## src/design/soc_settings.svh

```systemverilog
`ifndef SOC_SETTINGS_SVH
`define SOC_SETTINGS_SVH

// Program memory depth in 32-bit words
`define RAM_WORDS 256

// Hold time after reset or restart, before the first storage request
`define RESET_HOLD_CYCLES 16

// The storage reader loses bytes if requests come faster than this
`define PACE_CYCLES 8

// Lockout counter per button, short for simulation
`define DEBOUNCE_BITS 4

// CPU word
`define DATA_WIDTH 32

`endif

```

## src/design/bootPkg.sv

```systemverilog
`default_nettype none

package bootPkg;

    typedef enum logic [2:0] {
        holdReset,
        requestLength,
        waitLength,
        copyBytes,
        finish,
        running
    } bootState;

endpackage

`default_nettype wire

```

## src/design/ramPortIf.sv

```systemverilog
`default_nettype none
`include "soc_settings.svh"

interface ramPortIf;

    localparam int AddrBits = $clog2(`RAM_WORDS);

    logic [AddrBits-1:0]    address;
    logic [`DATA_WIDTH-1:0] writeData;
    logic                   write;
    logic                   read;
    logic [`DATA_WIDTH-1:0] readData;
    logic                   done;

    // Loader only writes
    modport boot (output address, writeData, write);

    modport requester (
        output address, writeData, write, read,
        input  readData, done
    );

    modport memory (
        input  address, writeData, write, read,
        output readData, done
    );

endinterface

`default_nettype wire

```

## src/design/bootLoaderFsm.sv

```systemverilog
`default_nettype none
`include "soc_settings.svh"

module bootLoaderFsm
    import bootPkg::*;
(
    input  logic                   CPUClock,
    input  logic                   rstN,
    input  logic                   restart,
    input  logic                   sdBusy,
    input  logic                   expired,
    input  logic [7:0]             sdData,
    output logic                   sdRead,
    output logic                   timerStart,
    output logic                   useHold,
    output logic                   bootActive,
    output logic [`DATA_WIDTH-1:0] sdAddress,
    ramPortIf.boot                 mem
);

    localparam int AddrBits = $clog2(`RAM_WORDS);

    bootState   state;
    logic       pending;
    logic       busySeen;
    logic       byteReady;
    logic       issue;
    logic [7:0] remaining;

    // A byte is there once busy has gone high and back low
    assign byteReady = pending && busySeen && !sdBusy;

    assign issue = !sdBusy && expired && !pending
                   && (state == requestLength || state == copyBytes);

    // Pace after each request, hold again on restart
    assign timerStart = issue || (state == running && restart);
    assign useHold    = (state == running);

    ////////////////////////////////////////
    // Sequencer
    ////////////////////////////////////////
    always_ff @(posedge CPUClock or negedge rstN) begin
        if (!rstN) begin
            state      <= holdReset;
            bootActive <= 1'b1;
            sdRead     <= 1'b0;
            sdAddress  <= '0;
            pending    <= 1'b0;
            busySeen   <= 1'b0;
            remaining  <= '0;
            mem.write  <= 1'b0;
        end else begin
            sdRead    <= issue;
            mem.write <= 1'b0;

            if (issue) begin
                pending  <= 1'b1;
                busySeen <= 1'b0;
            end else if (byteReady) begin
                pending <= 1'b0;
            end else if (pending && sdBusy) begin
                busySeen <= 1'b1;
            end

            case (state)
                holdReset: begin
                    sdAddress <= '0;
                    // Stay held while button 0 is still down
                    if (expired && !restart) begin
                        state <= requestLength;
                    end
                end
                requestLength: begin
                    if (issue) begin
                        state <= waitLength;
                    end
                end
                waitLength: begin
                    if (byteReady) begin
                        remaining <= sdData;
                        state     <= copyBytes;
                    end
                end
                copyBytes: begin
                    if (issue) begin
                        sdAddress <= sdAddress + 1'b1;
                    end
                    if (byteReady) begin
                        mem.write <= 1'b1;
                        if (remaining == '0) begin
                            state <= finish;
                        end else begin
                            remaining <= remaining - 1'b1;
                        end
                    end
                end
                finish: begin
                    bootActive <= 1'b0;
                    state      <= running;
                end
                running: begin
                    if (restart) begin
                        bootActive <= 1'b1;
                        state      <= holdReset;
                    end
                end
                default: state <= holdReset;
            endcase
        end
    end

    // Storage byte k+1 lands in word k
    always_ff @(posedge CPUClock) begin
        if (byteReady && state == copyBytes) begin
            mem.address   <= AddrBits'(sdAddress - 1'b1);
            mem.writeData <= {{(`DATA_WIDTH-8){1'b0}}, sdData};
        end
    end

    assert property (@(posedge CPUClock) disable iff (!rstN)
        sdRead |-> !sdBusy)
        else $error("sdRead issued while storage busy");

    // Length byte larger than the program memory
    assert property (@(posedge CPUClock) disable iff (!rstN)
        mem.write |-> sdAddress <= `RAM_WORDS)
        else $error("boot write beyond program memory");

endmodule

`default_nettype wire

```

## src/flat_wrapper.sv

```systemverilog
// flat-port wrapper written by rule: the top's interface ports become plain ports
module bootLoaderFsm_flat import bootPkg::*;
  (CPUClock, rstN, restart, sdBusy, expired, sdData, sdRead, timerStart, useHold, bootActive, sdAddress, mem_address, mem_writeData, mem_write);
  ramPortIf mem_i ();
  input  logic CPUClock;
  input  logic rstN;
  input  logic restart;
  input  logic sdBusy;
  input  logic expired;
  input  logic [7:0] sdData;
  output logic sdRead;
  output logic timerStart;
  output logic useHold;
  output logic bootActive;
  output logic [`DATA_WIDTH-1:0] sdAddress;
  output wire logic [$bits(mem_i.address)-1:0] mem_address;
  output wire logic [$bits(mem_i.writeData)-1:0] mem_writeData;
  output wire logic [$bits(mem_i.write)-1:0] mem_write;
  assign mem_address = mem_i.address;
  assign mem_writeData = mem_i.writeData;
  assign mem_write = mem_i.write;
  bootLoaderFsm u_core (.CPUClock(CPUClock), .rstN(rstN), .restart(restart), .sdBusy(sdBusy), .expired(expired), .sdData(sdData), .sdRead(sdRead), .timerStart(timerStart), .useHold(useHold), .bootActive(bootActive), .sdAddress(sdAddress), .mem(mem_i));
endmodule
```

## config.mk

```make
export PLATFORM = sky130hd
export DESIGN_NAME = bootLoaderFsm_flat
export DESIGN_NICKNAME = d
export VERILOG_FILES = /design/src/design/bootPkg.sv /design/src/design/ramPortIf.sv /design/src/design/bootLoaderFsm.sv /design/src/flat_wrapper.sv
export VERILOG_INCLUDE_DIRS = /design/src /design/src/design
export SDC_FILE = /design/constraint.sdc
export NUM_CORES = 1
export LEC_CHECK = 0
export ABC_AREA = 1
export BUFFER_PORTS_ARGS = -buffer_cell sky130_fd_sc_hd__buf_2
export CORE_AREA = 2 2 85 127
export DETAILED_ROUTE_END_ITERATION = 8
export DIE_AREA = 0 0 87 129
export PLACE_DENSITY = 0.71
export SLEW_MARGIN = 20
export SYNTH_ARGS = -nofsm -noshare
export SYNTH_HDL_FRONTEND = slang
export SYNTH_SLANG_ARGS = --single-unit
```

## constraint.sdc

```tcl
create_clock -name CPUClock -period 3.7 [get_ports CPUClock]
set_input_delay 0.37 -clock CPUClock [delete_from_list [all_inputs] [get_ports CPUClock]]
set_output_delay 0.37 -clock CPUClock [all_outputs]
set_load 0.01 [all_outputs]
```

## After elaboration in Yosys (flattened, before gate mapping)

Index checks and enable logic that the tools add are counted.

| cells by class | value |
|---|---|
| add/sub/neg operators | 3 |
| equality and inequality tests | 14 |
| mux-type cells | 22 |
| reduce and logical (&&, ||, !) cells | 26 |

Operators by type and width:

| operator | number |
|---|---|
| $pmux 32 s2 | 1 |
| $add 32x1->32 const B | 1 |
| $mux 32 | 1 |
| $mux 8 | 3 |
| $mux 3 | 6 |
| $pmux 3 s6 | 1 |
| $pmux 8 s2 | 1 |
| $sub 8x1->8 const B | 2 |
| $ne 2x1->1 const B | 6 |
| $reduce_bool 2->1 | 5 |
| $logic_and 1x1->1 | 9 |
| $logic_not 8->1 | 1 |
| $mux 1 | 8 |
| $eq 3x2->1 const B | 2 |
| $eq 3x3->1 const B | 2 |
| $ne 2x2->1 const B | 3 |
| $reduce_and 2->1 | 3 |
| $reduce_and 6->1 | 1 |
| $reduce_and 4->1 | 1 |
| $eq 3x1->1 const B | 1 |
| $logic_not 1->1 | 3 |
| $logic_not 3->1 | 1 |
| $logic_or 1x1->1 | 2 |
| $pmux 1 s2 | 1 |

| word-level totals | value |
|---|---|
| register bits after elaboration | 64 |
| input port bits | 13 |
| output and inout port bits | 77 |
| word-level logic and storage cells | 75 |

## Logic depth before layout (Yosys ltp)

| depth | value |
|---|---|
| word-level depth | 6 |
| mapped depth | 10 |
| gate-level depth less buffers | 9 |

## Worst setup path before layout

Ideal clock, no wire load.

| path | value |
|---|---|
| path type | reg2reg |
| start point | reg u_core.state[1] |
| end point | reg u_core.mem.address[0], enable pin |
| setup time | 0.390 ns |
| arrival | 1.657 ns |
| data required time | 3.310 ns |
| path slack | 1.653 ns |
| cell stages (with the launch flop) | 7 |
| buffers on the path | 2 |
| period minus slack after synthesis | 2.047 ns |
| cell sequence | dfrtp_1 buf_2 nand2_2 nor2_4 inv_1 buf_2 nor2_1 |

| on the way | value |
|---|---|
| word-level cells in the longest chain between the ends | 2 |

Ends and longest elaborated chain:

| item | line | text |
|---|---|---|
| from (decl) | bootLoaderFsm.sv:23 | `bootState state;` |
| from (signal assigned) | bootLoaderFsm.sv:45 | `state <= holdReset;` |
| from (signal assigned) | bootLoaderFsm.sv:71 | `state <= requestLength;` |
| from (signal assigned) | bootLoaderFsm.sv:76 | `state <= waitLength;` |
| $eq 3x2->1 | bootLoaderFsm.sv:115 | `if (byteReady && state == copyBytes) begin` |
| $logic_and 1x1->1 | bootLoaderFsm.sv:115 |  |
| to (signal assigned) | bootLoaderFsm.sv:116 | `mem.address <= AddrBits'(sdAddress - 1'b1);` |
| to (decl) | ramPortIf.sv:16 | `modport boot (output address, writeData, write);` |

No other way between the ends.
A chain may end at the register's enable or synchronous reset.

## Final worst setup path

| path | value |
|---|---|
| start point | reg u_core.state[1] |
| end point | reg u_core.mem.address[1], enable pin |

The elaborated chain is that of the path after synthesis.

==> key figures <==
Clock tree
  – Post-CTS sizing: 0
  – CTS sink cnt: 64
  – Clk buf depth: 2
  – Clock Latency Late Sink: approximately 0.33 ns
  – CTS root buf: clkbuf_16
  – Post-CTS setup buffer count: 0
  – # hold bufs at CTS: 0
  – CTS buffer count: 9
  – TritonCTS clock tree: yes
  – Reg clk slew, reported paths: 0.05 ns
  – Max H-tree Level: 3

Power
  – Total power: roughly 2.5 mW
  – Pwr dens: between 500 and 600 mW/mm²
  – Peak supply drop: roughly 0.00028 V
  – Leak Pwr: approximately 2.1 nW

Drt
  – Wire length per cell: around 13 µm
  – Vias: 3360
  – First-pass DRT Iterations: 4
  – Starting DRT DRC Count: ~220
  – Residual DRC: 0
  – Vias per inst: approximately 5
  – Total Wirelength: roughly 9200 µm
  – Antenna viol nets, final: 0

Logic synthesis
  – Count of different cell masters after synthesis: 35
  – Synth area leader: dfrtp_1
  – Gate Count Post-Synth: about 500
  – Avg Cell Area, Syn: ~7.5 µm²
  – Yosys reg bits: 64
  – Synth warn: 0
  – Post-synth EDFFs: 16
  – Synth Cell Area: 0.00377 mm²
  – Largest cells by area after synthesis: dfrtp_1 31%, nand2_1 15%, edfxtp_1 13%
  – Asr flop ratio synth: 0.750
  – Yosys top cell area share: 0.312
  – Register area share after synthesis: 0.447
  – Dominant synthesized flop cell: dfrtp_1

Status
  – Status: finished clean

Critical path
  – Worst setup SP type: register
  – Largest fanout on the critical path: 14
  – CP endpoint kind: register
  – Worst path max stage delay: roughly 0.49 ns
  – Crit path arrival time: about 2.2 ns
  – Crit-path slowest cell: dfrtp_1
  – Worst path required time: ~3.7 ns
  – Crit path cell chain: nand2_2, nor2_4, inv_1, nor2_1, buf_4
  – Crit Path Category: register to register

Floorplan
  – Die H: between 100 and 150 µm
  – Die footprint: around 0.011 mm²
  – Initial Utilization: 0.374
  – Core area: 0.0101 mm²
  – Num rows: 45
  – Ports: 90
  – DIE WIDTH: a little under 90 µm

STA
  – Final Critical Period: roughly 2.2 ns
  – Endpoints failing hold: 0
  – Final setup viols: 0
  – Relative slew slack: 0.579
  – Fmax: 460 MHz
  – Slew Viols, Final: 0
  – Setup TNS: 0 ns
  – Measured slew at the worst slew-check pin: 0.629 ns
  – Layout Skew: around 0.0049 ns
  – RSZ-0062 raised after global routing: false
  – Period utilisation layout: 0.588

Finish
  – Share of post-route cells with drive strength above 1: 0.172
  – Final instance area: 0.00440 mm²
  – # fillers: roughly 1000
  – Most frequent cells in the layout: 148 x nand2_1, 82 x nor2_1, 65 x buf_2, 57 x inv_1, 47 x dfrtp_1
  – Most common cell after layout, fill and taps aside: nand2_1
  – # nets final: about 590
  – # diodes: 0
  – Post-layout util: 0.436
  – Synth-to-layout area growth: 16.7%

Global route
  – First-pass GRT wire length: 14900 µm
  – Largest net degree at the start of global routing: 49
  – Initial antenna violation count: 0
  – Vias in the first global route: between 3000 and 4000
  – Total gr overflow: 0
  – GR Util All Layers: 0.170

Placement
  – Area post-placement: 0.00409 mm²
  – Post-DP HPWL: 6870 µm
  – RD Place Congestion: approximately 0.9
  – # port buffers: 65

Worst hold path
  – HP Class: input port to async pin

Job
  – Max-Cap Viols: 0
-- where the power goes --
part / switching (mW) / internal (mW)
Sequential: 0.0893 / 0.828
Combinational: 0.533 / 0.199
Clock: 0.295 / 0.588
Total: 0.917 / 1.61
-- synthesized netlist by cell type (3+ instances only) --
| library cell | count |
|---|---|
| xor2_1 | 6 |
| dfrtp_1 | 47 |
| buf_4 | 25 |
| nor3_1 | 10 |
| nand3_2 | 6 |
| nand2_1 | 148 |
| inv_1 | 57 |
| edfxtp_1 | 16 |
| ha_1 | 4 |
| nand3_1 | 25 |
| o21ai_0 | 24 |
| nor2_1 | 82 |
| nand4_1 | 6 |
| nor3b_1 | 3 |
| a21oi_1 | 13 |
| buf_2 | 6 |
-- sequential cells by signal (all words and copies together) (netlist names) --
signal                cells
u_core.busySeen           1
u_core.remaining          8
u_core.mem.write          1
u_core.bootActive         1
u_core.sdAddress         32
u_core.pending            1
u_core.state              3
u_core.mem.address        8
u_core.sdRead             1
u_core.mem.writeData      8
-- area by class of cell --
| type | instances | area, µm² | area share |
|---|---|---|---|
| multi-input cells | 369 | 1700 | 0.387 |
| flip-flops and latches | 64 | 1680 | 0.383 |
| repair buffers | 67 | 340 | 0.0774 |
| clock buffers | 12 | 236 | 0.0538 |
| inverters | 58 | 218 | 0.0495 |
| well taps | 117 | 146 | 0.0333 |
| clock inverters | 4 | 70.1 | 0.0159 |
-- worst max-delay path: cells and delay by family (launching register included) --
kind / cells / cell delay [ns]
flops: 1 / 0.49
buf+inv: 2 / 0.55
simple gates: 3 / 0.81
-- worst paths after layout --
| path | cells after the start | slack [ns] | endpoint | from |
|---|---|---|---|---|
| min in group CPUClock | 1 | 0.24 | u_core.mem.writeData[0]$_DFFE_PP_ | sdData[0] |
| max in group asynchronous | 2 | 3.12 | u_core.sdAddress[15]$_DFFE_PN0P_ | rstN |
| worst min register to register | 2 | 0.47 | u_core.bootActive$_DFFE_PN1P_ | u_core.bootActive$_DFFE_PN1P_ |
| worst max-delay path | 5 | 1.52 | u_core.mem.address[1]$_DFFE_PP_ | u_core.state[1]$_DFFE_PN0P_ |
| worst min-delay path | 2 | 0.14 | u_core.sdAddress[14]$_DFFE_PN0P_ | rstN |
| worst max register to register | 5 | 1.52 | u_core.mem.address[1]$_DFFE_PP_ | u_core.state[1]$_DFFE_PN0P_ |
-- cell families (layout without fill, tap and decap cells) --
group,count (synthesis),count (layout),share of synthesized area
simple gates,292,292,0.338
compound gates,43,43,0.0631
fa+ha+maj,4,4,0.0133
buf+inv,91,141,0.124
xor+xnor,6,6,0.0139
other cells,1,24,0.000995
flops,64,64,0.447
-- through the flow --
step	hold slack, ns	worst slack, ns	instances
floorplan	0.0744	1.65	524
global placement	0.462	1.64	675
detailed placement	0.462	1.53	675
CTS	0.169	1.53	691
global route	0.210	1.37	691
finish	0.143	1.52	691
-- routing by layer --
layer	routed length (µm)	track usage	vias to the layer above
li1	-	-	1668
met1	3440	0.170	1579
met2	5040	0.313	89
met3	374	0.0372	24
met4	301	0.103	0
met5	0	0	-
(Power assumes the default switching activity.)
