### src/design/soc_settings.svh
`ifndef SOC_SETTINGS_SVH
`define SOC_SETTINGS_SVH

// Program memory depth in 32-bit words
`define RAM_WORDS 256

// Hold time after reset or restart, before the first storage request
`define RESET_HOLD_CYCLES 16

// The storage reader loses bytes if requests come faster than this
`define PACE_CYCLES 8

// Lockout counter per button, short for simulation
`define DEBOUNCE_BITS 4

// CPU word
`define DATA_WIDTH 32

`endif

### src/design/pacingTimer.sv
`default_nettype none
`include "soc_settings.svh"

module pacingTimer (
    input  logic CPUClock,
    input  logic rstN,
    input  logic start,
    input  logic useHold,
    output logic expired
);

    localparam int HoldCount = `RESET_HOLD_CYCLES;
    localparam int PaceCount = `PACE_CYCLES;
    localparam int MaxCount  = (HoldCount > PaceCount) ? HoldCount : PaceCount;
    localparam int CountBits = $clog2(MaxCount + 1);

    logic [CountBits-1:0] count;
    logic                 holdRunning;

    // Reset starts the hold interval by itself
    always_ff @(posedge CPUClock or negedge rstN) begin
        if (!rstN) begin
            count       <= CountBits'(HoldCount);
            holdRunning <= 1'b1;
        end else if (start) begin
            count       <= useHold ? CountBits'(HoldCount) : CountBits'(PaceCount);
            holdRunning <= useHold;
        end else if (count != '0) begin
            count <= count - 1'b1;
        end else begin
            holdRunning <= 1'b0;
        end
    end

    assign expired = (count == '0);

    // A new start must not cut a running hold interval short
    assert property (@(posedge CPUClock) disable iff (!rstN)
        start |-> !(holdRunning && !expired))
        else $error("pacingTimer restarted during hold interval");

endmodule

`default_nettype wire

### config.mk
export PLATFORM = sky130hd
export DESIGN_NAME = pacingTimer
export DESIGN_NICKNAME = d
export VERILOG_FILES = /design/src/design/pacingTimer.sv
export VERILOG_INCLUDE_DIRS = /design/src /design/src/design
export SDC_FILE = /design/constraint.sdc
export NUM_CORES = 1
export LEC_CHECK = 0
export ABC_AREA = 1
export ABC_CLOCK_PERIOD_IN_PS = 3460
export BUFFER_PORTS_ARGS = -buffer_cell sky130_fd_sc_hd__buf_2
export CAP_MARGIN = 20
export CORE_AREA = 2 2 39 41
export CTS_CLUSTER_SIZE = 25
export DETAILED_ROUTE_END_ITERATION = 8
export DIE_AREA = 0 0 41 43
export HOLD_SLACK_MARGIN = 0.05
export PLACE_DENSITY = 0.39
export SLEW_MARGIN = 0
export SYNTH_ARGS = -nofsm -noshare
export SYNTH_HDL_FRONTEND = slang
export SYNTH_SLANG_ARGS = --single-unit
### constraint.sdc
create_clock -name CPUClock -period 3.46 [get_ports CPUClock]
set_clock_uncertainty 0.15 [all_clocks]
set_input_delay 0.346 -clock CPUClock [delete_from_list [all_inputs] [get_ports CPUClock]]
set_output_delay 0.346 -clock CPUClock [all_outputs]
set_load 0.1 [all_outputs]
# [After elaboration in Yosys (flattened, before gate mapping)]
# Index checks and enable logic that the tools add are counted.
[classes] bitwise=0 eq_ne=0 mul=0 reduce_logical=3 muxes=3 div=0 magnitude_cmp=0 shift=0 addsub=1
[op_table] operator="$mux 5" n=3
[op_table] operator="$logic_not 5->1" n=1
[op_table] operator="$reduce_bool 5->1" n=1
[op_table] operator="$sub 5x1->5 const B" n=1
[op_table] operator="$reduce_bool 2->1" n=1
[word_totals] latch_bits=0 input_bits=4 ram_bits=0 ff_bits=5 memories=0 wordCells=8 rom_bits=0 output_inout_bits=1

# [Logic depth before layout (Yosys ltp)]
# Gate-level depths: netlist of the first run.
[depth] depth_word=3 mapped_depth=5 mapped_depth_nobuf=5

# [Least setup slack after synthesis of the first run]
# Ideal clock, no wire load.
[synth_timing] kind="register to output" from="register count[0]" to="output expired" path_buffers=0 slack_ps=1548 required_time_ps=2964 arrival_ps=1416 path_stages_with_launch=5 cell_sequence="dfrtp_1 > inv_1 > ha_1 > nand3_1 > inv_1"
[synth_between] elab_chain_len=1
[synth_lines] item="from (decl)" line="pacingTimer.sv:17" text="logic [CountBits-1:0] count;"
[synth_lines] item="from (signal assigned)" line="pacingTimer.sv:23" text="count <= CountBits'(HoldCount);"
[synth_lines] item="from (signal assigned)" line="pacingTimer.sv:26" text="count <= useHold ? CountBits'(HoldCount) : CountBits'(PaceCount);"
[synth_lines] item="from (signal assigned)" line="pacingTimer.sv:29" text="count <= count - 1'b1;"
[synth_lines] item="$logic_not 5->1" line="pacingTimer.sv:35" text="assign expired = (count == '0);"
[synth_lines] item="to (decl)" line="pacingTimer.sv:9" text="output logic expired"
# No other way between the ends.

# [Worst setup path in the final report of the first run]
# Same ends and word-level chain as after synthesis.

==> impl_metrics.yaml, run 1 <==
timing:
  rsz0062_at_grt: "false"
  fmax_ghz: 0.462
  fin_crit_sh: 0.625
  worst_pin_slew_ns: 0.483
  layout_setup_ws_ns: 1.30
  hold_violations: 0
  hold_slack_ns: 0.176
  setup_violations: 0
  tns_ns: 0
  slew_headroom: 0.680
  maxSlewViolCount: 0
  period_needed_ns: 2.16
final_layout:
  num-fill-cells: 151
  regMostFlops: "count"
  fin_nets: 49
  reg_top3: "count: 5 flops"
  largest_register_ff_count: 5
  area_growth_pct: 28.9
  multiInputGateArea_um2: 111
  regArea_um2: 126
  drive_gt1_frac: 0.209
  layout.cells.non_filler: 59
  diodes: 0
logic_synthesis:
  synth_area_um2: 264
  synth_cell_types: 12
  synth_cells: 34
  synthTopCellsByCount: "inv_1 (7), nand2_1 (6), nand3_1 (5)"
  synth_seq_cells: 5
  synth.avg_cell_area_um2: 7.76
  syn_nets: 39
  synth_top_area_cell: "dfrtp_1"
  synth_seq_area_share: 0.479
  ys_warn_count: 0
  synthArstFlopShare: 1.00
  synth_flop_cell: "dfrtp_1"
  synthTopCellsByArea: "dfrtp_1 (38%), dfstp_2 (10%), inv_1 (10%)"
  synth_top_area_share: 0.379
  yosysMostFrequentCell: "inv_1"
  synth_enable_flop_cells: 0
pwr:
  p_int_w: 0.000165
  p_per_area_nw_per_um2: 867
  power_frac_seq: 0.317
  peakVddDrop_uv: 256
  pwr-share-clk: 0.234
  combinationalPowerShare: 0.448
  p_sw_frac: 0.440
  switching_power_w: 0.000130
  p_leak_nw: 0.190
clock_network:
  clock_path_buffers: 2
  ctsResizeCount: 0
  insertion_delay_ns: 0.25
  clkSinkCount: 5
  htreeDepth: 1
  clkTransAtPathRegs_ns: 0.05
  cts_setup_buffers: 0
  numCtsBuffers: 3
  cts_tree: "yes"
  clockRootBuffer: "clkbuf_4"
routing:
  drtAntennaViolNets: 0
  num_vias: 234
  drt_iter0_drc: 6
  first_pass_iters: 4
  drc: 0
  wl_per_cell_um: 9.25
  viasPerCell: 3.97
  routed_wl_um: 546
die:
  chipWidth_um: 41
  start_util: 0.191
  io_pins: 5
  std_cell_rows: 14
  dieArea_um2: 1760
  die_h_um: 43
  core_um2: 1380
placed_design:
  place_hpwl_um: 417
  place_ws_ns: 1.57
  placedCellCount: 54
  numPortBuffers: 4
  gp_congestion: 0.711
min_path:
  hp-class: "in2reg"
setup_path:
  path_buf_inv: 3
  cp_top_family: "buffers and inverters"
  crit_chain: "inv_1 > ha_1 > nand3_1 > inv_1 > buf_2"
  critical_path.startpoint_type: "register"
  slowest_stage: "buf_2"
  cp.required_ns: 2.96
  crit_path_max_incr_delay_ns: 0.42
  path_class: "reg2out"
  end_kind: "output pin"
  cp_data_arrival_time_ns: 1.67
  r2r_setup_slack_ns: 2.09
  worst_path_most_repeated_cell: "inv_1"
  crit_fanout: 5
global_routing:
  grt_max_degree: 6
  grt_pass1_wl_um: 945
  overflow: 0
  grt_antenna_before_repair: 0
  grt_pass1_vias: 244
  grt_usage: 0.0868
flow_run:
  drv_cap: 0
status:
  status: "finished clean"
-- final timing paths --
kind	startpoint	to	depth (start not counted)
max reg2reg	count[0]	count[0]	5
max	count[0]	expired	5
min	useHold	count[4]	3
min reg2reg	count[4]	count[4]	2
max in group asynchronous	rstN	count[4]	2
min in group asynchronous	rstN	count[0]	2
-- power by group through the flow --
stage                     Sequential, W  Combinational (W)  Clock [W]
final                         0.0000936           0.000132  0.0000692
after global routing          0.0000967           0.000153  0.0000762
after CTS                     0.0000942           0.000133  0.0000725
after detailed placement      0.0000949           0.000132          0
after global placement        0.0000949           0.000132          0
after floorplan               0.0000921           0.000109          0
-- metal layers --
metal  track usage  vias to the layer above  share of wire
met3        0.0628                        0          0.062
met2         0.106                        7           0.48
met1         0.101                      104           0.45
li1              -                      123              -
met5             0                        -              0
met4        0.0600                        0              0
-- through the flow --
step	instance area [um2]	power, W	utilization
floorplan	264	0.000201	-
global placement	304	0.000227	0.220
detailed placement	304	0.000227	0.220
CTS	340	0.000300	0.246
global route	340	0.000325	0.246
finish	340	0.000295	0.246
-- final cells by class --
class                           count  share of cell area
Clock buffer                        4              0.0772
Inverter                            7              0.0772
Multi-Input combinational cell     22               0.327
Sequential cell                     5               0.371
Tap cell                           16              0.0588
Timing Repair Buffer                5              0.0882
-- tightest hold or removal path, stage by stage --
cell,delay (ns)
buf_2,0.09
nand2_1,0.07
nand2_1,0.05
-- layout by cell type, fill, tap and decap left out, types with 2 or more instances in the layout --
cell / netlist / layout
clkbuf_4: 0 / 3
nand2_1: 6 / 6
inv_1: 7 / 7
nor2_1: 4 / 4
nand3_1: 5 / 5
o21ai_1: 2 / 2
dfrtp_1: 4 / 4
buf_2: 0 / 4
-- cell families (layout without fill, tap and decap cells) --
kind of cell               Yosys count  in the layout  synth area share
AOI/OAI and AO/OA                    3              3            0.0569
xor gates and xnor gates             1              1            0.0332
adders and majority gates            1              1            0.0474
buffers and inverters                7             16            0.0995
DFF                                  5              5             0.479
and+or+nand+nor                     17             17             0.284
-- timing repair --
item | 4_1_cts | 5_1_grt
hold endpoints to repair | 5 | 0
hold buffers | 1 | 0
setup endpoints to repair | 0 | 0
Note: power is estimated with default switching activity, not from simulation.
==> run 2: changes to the inputs <==
--- a/config.mk
+++ b/config.mk
@@ -7,7 +7,7 @@
 export NUM_CORES = 1
 export LEC_CHECK = 0
 export ABC_AREA = 1
-export ABC_CLOCK_PERIOD_IN_PS = 3460
+export ABC_CLOCK_PERIOD_IN_PS = 1900
 export BUFFER_PORTS_ARGS = -buffer_cell sky130_fd_sc_hd__buf_2
 export CAP_MARGIN = 20
 export CORE_AREA = 2 2 39 41
@@ -15,7 +15,7 @@
 export DETAILED_ROUTE_END_ITERATION = 8
 export DIE_AREA = 0 0 41 43
 export HOLD_SLACK_MARGIN = 0.05
-export PLACE_DENSITY = 0.39
+export PLACE_DENSITY = 0.4
 export SLEW_MARGIN = 0
 export SYNTH_ARGS = -nofsm -noshare
 export SYNTH_HDL_FRONTEND = slang
==> constraint.sdc (replaced) <==
create_clock -name CPUClock -period 1.9 [get_ports CPUClock]
set_clock_uncertainty 0.15 [all_clocks]
set_input_delay 0.19 -clock CPUClock [delete_from_list [all_inputs] [get_ports CPUClock]]
set_output_delay 0.19 -clock CPUClock [all_outputs]
set_load 0.1 [all_outputs]
==> run 2 against run 1 <==
  * Flip-flop and latch count is the same
  * Die area unchanged
  * Sequential power up 84%
  * Global-route usage is 0.92 points lower
  * Register-to-register slack worse by 1.5 ns
  * Critical path type unchanged
  * Utilization rose by 2.5 points
  * Worst setup slack worse by 1.2 ns
  * Highest routed layer unchanged
  * Power increased by 91%
==> impl_metrics.yaml, run 2 (same netlist as run 1, synthesis figures left out) <==
final_layout:
  final_common_cell: "inv_1"
  regMostFlops: "count"
  drive_gt1_frac: 0.200
  reg_top3: "count: 5 flops"
  largest_register_ff_count: 5
  fin_nets: 51
  final_cell_mix: "inv_1 (7), nand2_1 (6), nand3_1 (5)"
  area_growth_pct: 42.2
  diodes: 0
die:
  die_h_um: 43
  chipWidth_um: 41
  dieArea_um2: 1760
  io_pins: 5
  std_cell_rows: 14
  start_util: 0.191
  core_um2: 1380
timing:
  worst_pin_slew_ns: 0.176
  fmax_ghz: 0.566
  hold_violations: 0
  tns_ns: 0
  maxSlewViolCount: 0
  layout_setup_ws_ns: 0.134
  slew_headroom: 0.883
  fin_crit_sh: 0.930
  setup_violations: 0
  rsz0062_at_grt: "false"
  period_needed_ns: 1.77
pwr:
  power_frac_seq: 0.306
  peakVddDrop_uv: 699
  p_sw_frac: 0.419
  pwr-share-clk: 0.218
  combinationalPowerShare: 0.476
  p_int_w: 0.000327
  p_leak_nw: 0.200
  p_per_area_nw_per_um2: 1500
  switching_power_w: 0.000236
setup_path:
  path_class: "reg2out"
  critical_path_cell_count: 5
  cp_data_arrival_time_ns: 1.43
  slowest_stage: "dfrtp_1"
  worst_path_most_repeated_cell: "inv_1"
  end_kind: "output pin"
  cp_top_family: "buffers and inverters"
  path_buf_inv: 3
  crit_chain: "inv_1 > ha_1 > nand3_1 > inv_1 > buf_12"
  critical_path.startpoint_type: "register"
  worst-r2r-cell-count: 5
  cp.required_ns: 1.56
  crit_path_max_incr_delay_ns: 0.35
  crit_fanout: 5
global_routing:
  grt_pass1_wl_um: 841
  grt_usage: 0.0775
  globalRouteMet2Util: 0.0969
  use_met1: 0.0909
  grt_max_degree: 6
  overflow: 0
  grt_antenna_before_repair: 0
  grt_busiest_layer: "met2"
  grt_pass1_vias: 202
  grt_use_met3: 0.0785
routing:
  drc: 0
  first_pass_iters: 4
  wl_per_cell_um: 8.66
  num_vias: 237
  drtAntennaViolNets: 0
  routed_wl_um: 528
  viasPerCell: 3.89
  drt_iter0_drc: 8
status:
  status: "finished clean"
clock_network:
  cts_tree: "yes"
  insertion_delay_ns: 0.24
  clkTransAtPathRegs_ns: 0.04
  htreeDepth: 1
  clockRootBuffer: "clkbuf_4"
  clock_path_buffers: 2
  cts_setup_buffers: 0
  numCtsBuffers: 3
  clkSinkCount: 5
placed_design:
  numPortBuffers: 4
  gp_congestion: 0.738
  place_ws_ns: 0.381
min_path:
  whs_path_depth: 4
  hp-class: "in2reg"
flow_run:
  drv_cap: 0
-- run 2: cell types whose count changed in the layout (fill, tap and decap cells not counted) --
cell	delta
buf_12	+1
dlygate4sd3_1	+2
buf_2	-1
-- run 2: area by class of cell --
class                           count  area [um2]
Clock buffer                        4        26.3
Fill cell                         148        1010
Tap cell                           16        20.0
Timing Repair Buffer                7        65.1
Inverter                            7        26.3
Multi-Input combinational cell     22         111
Sequential cell                     5         126
-- run 2: worst register-to-register path, stage by stage, from the launching register on --
cell and delay (ns):
dfrtp_1 0.35, inv_1 0.12, ha_1 0.24, nand3_1 0.17, nand3_1 0.10, o21ai_1 0.07
-- run 2: power groups by stage --
stage	logic (W)	clock network (W)	registers, W
final	0.000268	0.000123	0.000172
after global placement	0.000267	0	0.000174
after global routing	0.000300	0.000131	0.000177
after detailed placement	0.000263	0	0.000174
after floorplan	0.000198	0	0.000168
after CTS	0.000268	0.000130	0.000172
-- run 2: routing by layer --
layer	up-vias	routed length [um]
met5	-	0
met4	0	0
met3	0	50
met2	9	244
met1	100	233
li1	128	-
-- run 2: path summary, 6_finish.rpt --
check,from,to,slack [ns]
worst min register to register,count[4],count[4],0.34
min in group asynchronous,rstN,count[2],0.14
worst min-delay path,start,count[1],0.09
max in group asynchronous,rstN,count[4],1.24
worst max register to register,count[0],count[0],0.59
worst max-delay path,count[0],expired,0.13
-- run 2: repair_timing --
action,CTS,global route
endpoints found under the hold margin,6,0
hold buffers,3,0
resized for setup,0,0
-- run 2: per-stage QoR --
stage          hold slack (ns)  total power (W)   util  instance area, um2  std cells
5_1_grt                  0.121         0.000608  0.271                 375         61
2_1_floorplan           -0.256         0.000366      -                 264         34
6_report                0.0870         0.000562  0.271                 375         61
3_3_place_gp            -0.129         0.000440  0.231                 319         54
3_5_place_dp            -0.130         0.000437  0.231                 319         54
4_1_cts                 0.0818         0.000571  0.271                 375         61
