--- config.mk ---
export PLATFORM = sky130hd
export DESIGN_NAME = ioBusBridge_flat
export DESIGN_NICKNAME = d
export VERILOG_FILES = /design/src/design/socBusPkg.sv /design/src/design/ramPortIf.sv /design/src/design/ioBusBridge.sv /design/src/flat_wrapper.sv
export VERILOG_INCLUDE_DIRS = /design/src /design/src/design
export SDC_FILE = /design/constraint.sdc
export NUM_CORES = 1
export LEC_CHECK = 0
export ABC_AREA = 1
export BUFFER_PORTS_ARGS = -buffer_cell sky130_fd_sc_hd__buf_2
export CORE_ASPECT_RATIO = 0.5
export CORE_UTILIZATION = 48
export CTS_BUF_LIST = sky130_fd_sc_hd__clkbuf_16
export CTS_CLUSTER_DIAMETER = 120
export CTS_CLUSTER_SIZE = 20
export DETAILED_ROUTE_END_ITERATION = 8
export PLACE_DENSITY = 0.86
export SLEW_MARGIN = 20
export SYNTH_ARGS = -nofsm -noshare
export SYNTH_HDL_FRONTEND = slang
export SYNTH_SLANG_ARGS = --single-unit
--- constraint.sdc ---
create_clock -name CPUClock -period 5.75 [get_ports CPUClock]
set_input_delay 0.2875 -clock CPUClock [delete_from_list [all_inputs] [get_ports CPUClock]]
set_output_delay 0.2875 -clock CPUClock [all_outputs]
set_load 0.05 [all_outputs]
--- src/design/soc_settings.svh ---
`ifndef SOC_SETTINGS_SVH
`define SOC_SETTINGS_SVH

// Program memory depth in 32-bit words
`define RAM_WORDS 256

// Hold time after reset or restart, before the first storage request
`define RESET_HOLD_CYCLES 16

// The storage reader loses bytes if requests come faster than this
`define PACE_CYCLES 8

// Lockout counter per button, short for simulation
`define DEBOUNCE_BITS 4

// CPU word
`define DATA_WIDTH 32

`endif

--- src/design/socBusPkg.sv ---
`default_nettype none

package socBusPkg;

    // Special commands live in address bits 31..24
    typedef enum logic [7:0] {
        none        = 8'd0,
        ledLane0    = 8'd1,
        ledLane1    = 8'd2,
        ledLane2    = 8'd3,
        ledLane3    = 8'd4,
        fbWrite1    = 8'd5,
        fbWrite2    = 8'd6,
        fbSwap      = 8'd7,
        readButtons = 8'd8
    } cmdCode;

    // One pixel for a framebuffer
    typedef struct packed {
        logic [7:0] x;
        logic [7:0] y;
        logic [7:0] color;
    } fbWrite;

endpackage

`default_nettype wire

--- src/design/ramPortIf.sv ---
`default_nettype none
`include "soc_settings.svh"

interface ramPortIf;

    localparam int AddrBits = $clog2(`RAM_WORDS);

    logic [AddrBits-1:0]    address;
    logic [`DATA_WIDTH-1:0] writeData;
    logic                   write;
    logic                   read;
    logic [`DATA_WIDTH-1:0] readData;
    logic                   done;

    // Loader only writes
    modport boot (output address, writeData, write);

    modport requester (
        output address, writeData, write, read,
        input  readData, done
    );

    modport memory (
        input  address, writeData, write, read,
        output readData, done
    );

endinterface

`default_nettype wire

--- src/design/ioBusBridge.sv ---
`default_nettype none
`include "soc_settings.svh"

module ioBusBridge
    import socBusPkg::*;
(
    input  logic                   CPUClock,
    input  logic                   rstN,
    input  logic                   bootActive,
    input  logic                   cpuRead,
    input  logic                   cpuWrite,
    input  logic [`DATA_WIDTH-1:0] cpuAddress,
    input  logic [`DATA_WIDTH-1:0] cpuWriteData,
    input  logic [6:0]             btn,
    output logic [`DATA_WIDTH-1:0] cpuReadData,
    output logic                   cpuDone,
    output logic [7:0]             leds,
    output fbWrite                 fbData,
    output logic                   fbWrite1,
    output logic                   fbWrite2,
    output logic                   fbSelect,
    ramPortIf.requester            mem
);

    localparam int AddrBits = $clog2(`RAM_WORDS);

    cmdCode                   cmd;
    logic                     isMem;
    logic                     accept;
    logic                     cmdWrite;
    logic                     cmdRead;
    logic                     cmdDone;
    logic                     fbBusy;
    logic                     fbCmd;
    logic [`DATA_WIDTH-1:0]   cmdReadData;
    logic [6:1]               buttons;
    logic [`DEBOUNCE_BITS-1:0] lockout [6:1];

    assign cmd    = cmdCode'(cpuAddress[31:24]);
    assign isMem  = (cmd == none);
    // CPU strobes during boot are dropped
    assign accept = !bootActive;

    assign cmdWrite = accept && cpuWrite && !isMem;
    assign cmdRead  = accept && cpuRead && !isMem;
    assign fbBusy   = fbWrite1 || fbWrite2;
    assign fbCmd    = (cmd == socBusPkg::fbWrite1) || (cmd == socBusPkg::fbWrite2);

    assign mem.address   = cpuAddress[AddrBits-1:0];
    assign mem.writeData = cpuWriteData;
    assign mem.write     = accept && cpuWrite && isMem;
    assign mem.read      = accept && cpuRead && isMem;

    assign cpuDone     = mem.done || cmdDone;
    assign cpuReadData = cmdDone ? cmdReadData : mem.readData;

    ////////////////////////////////////////
    // Special commands
    ////////////////////////////////////////
    always_ff @(posedge CPUClock or negedge rstN) begin
        if (!rstN) begin
            cmdDone  <= 1'b0;
            leds     <= '0;
            fbSelect <= 1'b0;
            fbWrite1 <= 1'b0;
            fbWrite2 <= 1'b0;
        end else begin
            cmdDone <= cmdWrite || cmdRead;
            if (cmdWrite) begin
                case (cmd)
                    ledLane0: leds <= cpuWriteData[7:0];
                    ledLane1: leds <= cpuWriteData[15:8];
                    ledLane2: leds <= cpuWriteData[23:16];
                    ledLane3: leds <= cpuWriteData[31:24];
                    fbSwap:   fbSelect <= !fbSelect;
                    default:  ;
                endcase
            end
            // One-cycle strobe, anything during it is lost
            if (fbBusy) begin
                fbWrite1 <= 1'b0;
                fbWrite2 <= 1'b0;
            end else begin
                fbWrite1 <= cmdWrite && (cmd == socBusPkg::fbWrite1);
                fbWrite2 <= cmdWrite && (cmd == socBusPkg::fbWrite2);
            end
        end
    end

    always_ff @(posedge CPUClock) begin
        if (cmdWrite && fbCmd && !fbBusy) begin
            fbData.x     <= cpuAddress[7:0];
            fbData.y     <= cpuAddress[15:8];
            fbData.color <= cpuWriteData[7:0];
        end
        if (cmdRead) begin
            cmdReadData <= (cmd == readButtons) ? {{(`DATA_WIDTH-6){1'b0}}, buttons} : '0;
        end
    end

    ////////////////////////////////////////
    // Button debounce, bit 0 goes to restart
    ////////////////////////////////////////
    always_ff @(posedge CPUClock or negedge rstN) begin
        if (!rstN) begin
            buttons <= '0;
            for (int i = 1; i <= 6; i++) begin
                lockout[i] <= '0;
            end
        end else begin
            for (int i = 1; i <= 6; i++) begin
                if (lockout[i] == '0 && btn[i]) begin
                    buttons[i] <= 1'b1;
                    lockout[i] <= 1'b1;
                end else if (lockout[i] != '0) begin
                    // Runs until it wraps back to zero
                    lockout[i] <= lockout[i] + 1'b1;
                end else begin
                    buttons[i] <= 1'b0;
                end
            end
        end
    end

    // Every accepted strobe is answered, from memory or from here
    assert property (@(posedge CPUClock) disable iff (!rstN)
        (cpuRead || cpuWrite) && !bootActive |=> cpuDone)
        else $error("CPU strobe without cpuDone");

endmodule

`default_nettype wire

--- src/flat_wrapper.sv ---
// flat-port wrapper written by rule: the top's interface ports become plain ports
module ioBusBridge_flat import socBusPkg::*;
  (CPUClock, rstN, bootActive, cpuRead, cpuWrite, cpuAddress, cpuWriteData, btn, cpuReadData, cpuDone, leds, fbData, fbWrite1, fbWrite2, fbSelect, mem_address, mem_writeData, mem_write, mem_read, mem_readData, mem_done);
  ramPortIf mem_i ();
  input  logic CPUClock;
  input  logic rstN;
  input  logic bootActive;
  input  logic cpuRead;
  input  logic cpuWrite;
  input  logic [`DATA_WIDTH-1:0] cpuAddress;
  input  logic [`DATA_WIDTH-1:0] cpuWriteData;
  input  logic [6:0] btn;
  output logic [`DATA_WIDTH-1:0] cpuReadData;
  output logic cpuDone;
  output logic [7:0] leds;
  output fbWrite fbData;
  output logic fbWrite1;
  output logic fbWrite2;
  output logic fbSelect;
  output wire logic [$bits(mem_i.address)-1:0] mem_address;
  output wire logic [$bits(mem_i.writeData)-1:0] mem_writeData;
  output wire logic [$bits(mem_i.write)-1:0] mem_write;
  output wire logic [$bits(mem_i.read)-1:0] mem_read;
  input wire logic [$bits(mem_i.readData)-1:0] mem_readData;
  input wire logic [$bits(mem_i.done)-1:0] mem_done;
  assign mem_address = mem_i.address;
  assign mem_writeData = mem_i.writeData;
  assign mem_write = mem_i.write;
  assign mem_read = mem_i.read;
  assign mem_i.readData = mem_readData;
  assign mem_i.done = mem_done;
  ioBusBridge u_core (.CPUClock(CPUClock), .rstN(rstN), .bootActive(bootActive), .cpuRead(cpuRead), .cpuWrite(cpuWrite), .cpuAddress(cpuAddress), .cpuWriteData(cpuWriteData), .btn(btn), .cpuReadData(cpuReadData), .cpuDone(cpuDone), .leds(leds), .fbData(fbData), .fbWrite1(fbWrite1), .fbWrite2(fbWrite2), .fbSelect(fbSelect), .mem(mem_i));
endmodule
-- Word level (Yosys, flattened, before mapping)
Index checks and enable logic that the tools add are counted.
- add/subtract/negate cells: 6
- multipliers: 0
- divide/modulo/power cells: 0
- magnitude comparators: 0
- equality and inequality tests: 14
- shift operators: 0
- multiplexer cells: 28
- bitwise operators: 0
- reductions and logical operators: 46
- operators by type and width (operator ; number):
    $mux W4 ; 12
    $eq A8 B3 Y1 const B ; 4
    $mux W32 ; 1
    $pmux W8 S4 ; 1
    $reduce_bool A4 Y1 ; 7
    $add A4 B1 Y4 const B ; 6
    $logic_not A4 Y1 ; 6
    $eq A8 B2 Y1 const B ; 2
    $logic_and A1 B1 Y1 ; 16
    $mux W1 ; 14
    $ne A2 B1 Y1 const B ; 6
    $reduce_bool A2 Y1 ; 6
    $eq A8 B1 Y1 const B ; 1
    $eq A8 B4 Y1 const B ; 1
    $logic_not A8 Y1 ; 1
    $logic_not A1 Y1 ; 4
    $logic_or A1 B1 Y1 ; 4
    $reduce_and A2 Y1 ; 2
- bits in registers: 98
- bits in latches: 0
- RAM bits: 0
- bits in read-only memories: 0
- input bits: 109
- output and inout bits: 110
- memories kept: 0

-- Logic depth before layout (Yosys ltp)
- depth in word-level cells: 5
- gate-level depth with buffers: 10

-- Worst setup path after synthesis
No wires, ideal clock.
- path kind: input port to flip-flop
- start point: input cpuAddress[29]
- end point: register, netlist name u_core.fbData[0]
- setup time: 0.413 ns
- data arrival time: 2.079 ns
- setup slack: 3.258 ns
- stages on the path: 5
- buffers on the path: 0
- path through: nor2_1 nand2_4 nor2_1 nand4_1 a21oi_1
- word-level cells in the longest chain between the ends: 5
- elaborated cells between the ends (all ways): 8
- those cells by class: 2 x eq/ne; 6 x reduce/logical
- ends and longest elaborated chain (element ; line ; RTL):
    start, declared ; flat_wrapper.sv:10 ; input logic [`DATA_WIDTH-1:0] cpuAddress;
    $logic_not A8 Y1 ; ioBusBridge.sv:40 ; assign isMem = (cmd == none);
    $logic_not A1 Y1 ; ioBusBridge.sv:44 ; assign cmdWrite = accept && cpuWrite && !isMem;
    $logic_and A1 B1 Y1 ; ioBusBridge.sv:44 ;
    $logic_and A1 B1 Y1 (*) (2 in series) ; ioBusBridge.sv:91 ; if (cmdWrite && fbCmd && !fbBusy) begin
Every way passes the cells marked *; elsewhere a longest branch is shown, timed or not.
A chain may end at the register's enable or synchronous reset.

-- Worst setup path in the final report
- start point: register u_core.cmdDone
- end point: output cpuReadData[1]
- word-level cells in the longest chain between the ends: 1
- ends and longest elaborated chain (element ; line ; RTL):
    start, declared ; ioBusBridge.sv:32 ; logic cmdDone;
    start signal, assigned ; ioBusBridge.sv:68 ; cmdDone <= cmdWrite || cmdRead;
    $mux W32 ; ioBusBridge.sv:55 ; assign cpuReadData = cmdDone ? cmdReadData : mem.readData;
    end, declared ; flat_wrapper.sv:13 ; output logic [`DATA_WIDTH-1:0] cpuReadData;
No other way between the ends.

==> flow_summary.ini <==
[placed_design]
dp_cells = 736
io_buffer_count = 209
hpwl_microns = 6820
gp_congestion = 0.940

[drt]
drtIter0Drc = 135
drtAntennaViolNets = 0
wire_per_inst_microns = 11.6
route.detailed.drc = 0
via_per_inst = 4.51
drt_wl_total_microns = 8750
num_vias = 3391
firstDrtPassIters = 4

[timing]
drv_slew = 0
rsz0062_at_grt = false
setup_violations = 0
finalWorstPathRequiredPeriod_ps = 2490
fin_setup_tns_ps = 0
hold_viol = 0
fin_skew_ps = 3.54
fin_hold_ws_ps = 115
tightest_slew_ps = 1090
max_freq_mhz = 401
finalCritPeriodShare_pct = 43.3
slew_headroom_pct = 27.4

[global_routing]
globalRouteOverflowTotal = 0
met3_usage_pct = 5.13
antenna_found_initial = 0
gr-usage-met2_pct = 37.5
grt.total_usage_pct = 20.7
grt_pass1_wl_microns = 13400
gr-usage-met1_pct = 24.9
grt_pass1_vias = 2991
grt_max_degree = 43
grt_busiest_layer = met2

[setup_path]
crit_fanout = 34
start_kind = register
path_class = reg -> out
crit_arrival_ps = 2200
cp_data_required_time_ps = 5460
end_kind = output pin

[cts]
cts_tree = done
clkLatencyLatePin_ps = 320
cts-resized-gates = 0
numCtsBuffers = 9
hold_buffers = 0
cts_root_buffer = clkbuf_16
clock-sinks = 72
path_clk_slew_ps = 50
cts_max_path_buffers = 2
cts_setup_buffers = 0
htreeDepth = 3

[synth]
synth_top_area_share_pct = 27.2
yosysUniqueCellTypes = 25
synth.most_common_cell = nand2_1
synthTopCellsByArea = dfrtp_1 (27%), edfxtp_1 (23%), nand2_1 (8.6%)
synth.ff_latch_count = 72
avgSynthCellArea_sq_um = 8.33
ys_warn_count = 0
syn_nets = 585
ys_seq_area_share_pct = 50.5
synth_edf_count = 30
async_flop_share_pct = 58.3
synth_area_sq_um = 3870
synth_top_area_cell = dfrtp_1
ys.flop_type = dfrtp_1
ys_top_cells_by_count = nand2_1 (89), inv_1 (77), nor2_1 (74), buf_4 (42), dfrtp_1 (42)
syn_inst = 464

[die]
fp.dieH_microns = 65.5
io_pins = 219
rows = 22
coreArea_sq_um = 7570
dieArea_sq_um = 8440
die_w_microns = 129
start_util_pct = 51.1

[cells_and_area]
postLayoutCoreUtil_pct = 66.2
fin_nets = 760
area.growth.synth_to_final_pct = 29.7
num_antenna_cells = 0
drive_gt1_share_pct = 36.8
fin_cells = 752

[pwr]
vdd_drop_max_mv = 0.270
p_comb_share_pct = 31.1
intPower_w = 0.00117
p_sw_share_pct = 35.4
leakage_nw = 2.86
clkPwrFrac_pct = 28.7
switchingPower_w = 0.000644
power_w = 0.00182
power_frac_seq_pct = 40.1
p_per_area_nw_per_um2 = 362

[run]
cap_violations = 0

[hold_path]
hold_path.class = in -> async

[status]
outcome = finished clean
-- critical path, cell delays in order, from the launching register on --
cell     delay [ps]
dfrtp_1        1060
inv_1           400
nand2_1         160
nand2_1          60
buf_2           210
-- placed cells by master, fill, tap and decap left out --
| master | n |
|---|---|
| nand4_1 | 3 |
| nand2_1 | 89 |
| clkinv_4 | 1 |
| nor2_2 | 1 |
| inv_1 | 78 |
| buf_2 | 209 |
| or2_2 | 1 |
| inv_2 | 4 |
| nand3_2 | 1 |
| dfrtp_1 | 42 |
| nor3_1 | 2 |
| nor2_4 | 1 |
| nand2_2 | 1 |
| nor2_1 | 74 |
| edfxtp_1 | 30 |
| clkbuf_16 | 9 |
| nor3_2 | 1 |
| a21oi_2 | 1 |
| xor2_1 | 5 |
| xnor2_1 | 2 |
| or2_1 | 1 |
| nand3_1 | 41 |
| o21ai_2 | 1 |
| nand2_4 | 2 |
| clkinv_1 | 2 |
| clkinv_2 | 2 |
| buf_4 | 1 |
| ha_1 | 12 |
| a21oi_1 | 8 |
| o21ai_0 | 18 |
| bufinv_16 | 1 |
-- layer usage --
metal  routed length [microns]  vias up  part of all wire, %
met1                      3730     1531                   43
met5                         0        -                    0
li1                          -     1748                    -
met2                      4440      105                   51
met3                       507        7                  5.8
met4                        74        0                 0.85
-- cell families after synthesis --
group	synth area share [%]
fa+ha+maj	3.88
buf+inv	16.5
simple gates	23.8
xor+xnor	1.59
compound gates	3.72
flops	50.5
-- worst paths after layout --
kind	startpoint	endpoint	slack, ps	cells after the start
max in group asynchronous	rstN	u_core.leds[6]	5040	1
hold / removal	rstN	u_core.lockout[11]	120	1
hold reg to reg	u_core.lockout[11]	u_core.lockout[11]	470	1
setup / recovery	u_core.cmdDone	cpuReadData[1]	3260	4
setup reg to reg	u_core.fbWrite1	u_core.fbData[7]	4340	4
min in group CPUClock	cpuAddress[9]	u_core.fbData[9]	140	1
-- per-stage QoR --
step | area [sq um] | setup WS (ps)
6_report | 5010 | 3260
5_1_grt | 5010 | 3130
4_1_cts | 5010 | 3270
3_5_place_dp | 4730 | 3620
3_3_place_gp | 4730 | 3660
2_1_floorplan | 3870 | 3260
-- sequential cells by signal, indices dropped and copies added (netlist names) --
register and cells:
u_core.fbData 24, u_core.lockout 24, u_core.leds 8, u_core.buttons 6
u_core.cmdReadData 6, u_core.cmdDone 1, u_core.fbSelect 1, u_core.fbWrite1 1
u_core.fbWrite2 1
-- power by group through the flow --
stage | sequential (W) | clock [W] | combinational, W
floorplan | 0.000736 | 0 | 0.000429
global placement | 0.000730 | 0 | 0.000537
finish | 0.000729 | 0.000522 | 0.000566
detailed placement | 0.000734 | 0 | 0.000567
global route | 0.000744 | 0.000552 | 0.000643
CTS | 0.000729 | 0.000529 | 0.000571
-- final cells by class --
type	instances	area [sq um]
fill	627	2560
tap	108	135
sequential	72	1950
clock buffer	9	225
timing repair buffer	210	1050
clock inverter	7	55.1
multi-input combinational	265	1280
inverter	81	309
(Power assumes the default switching activity.)
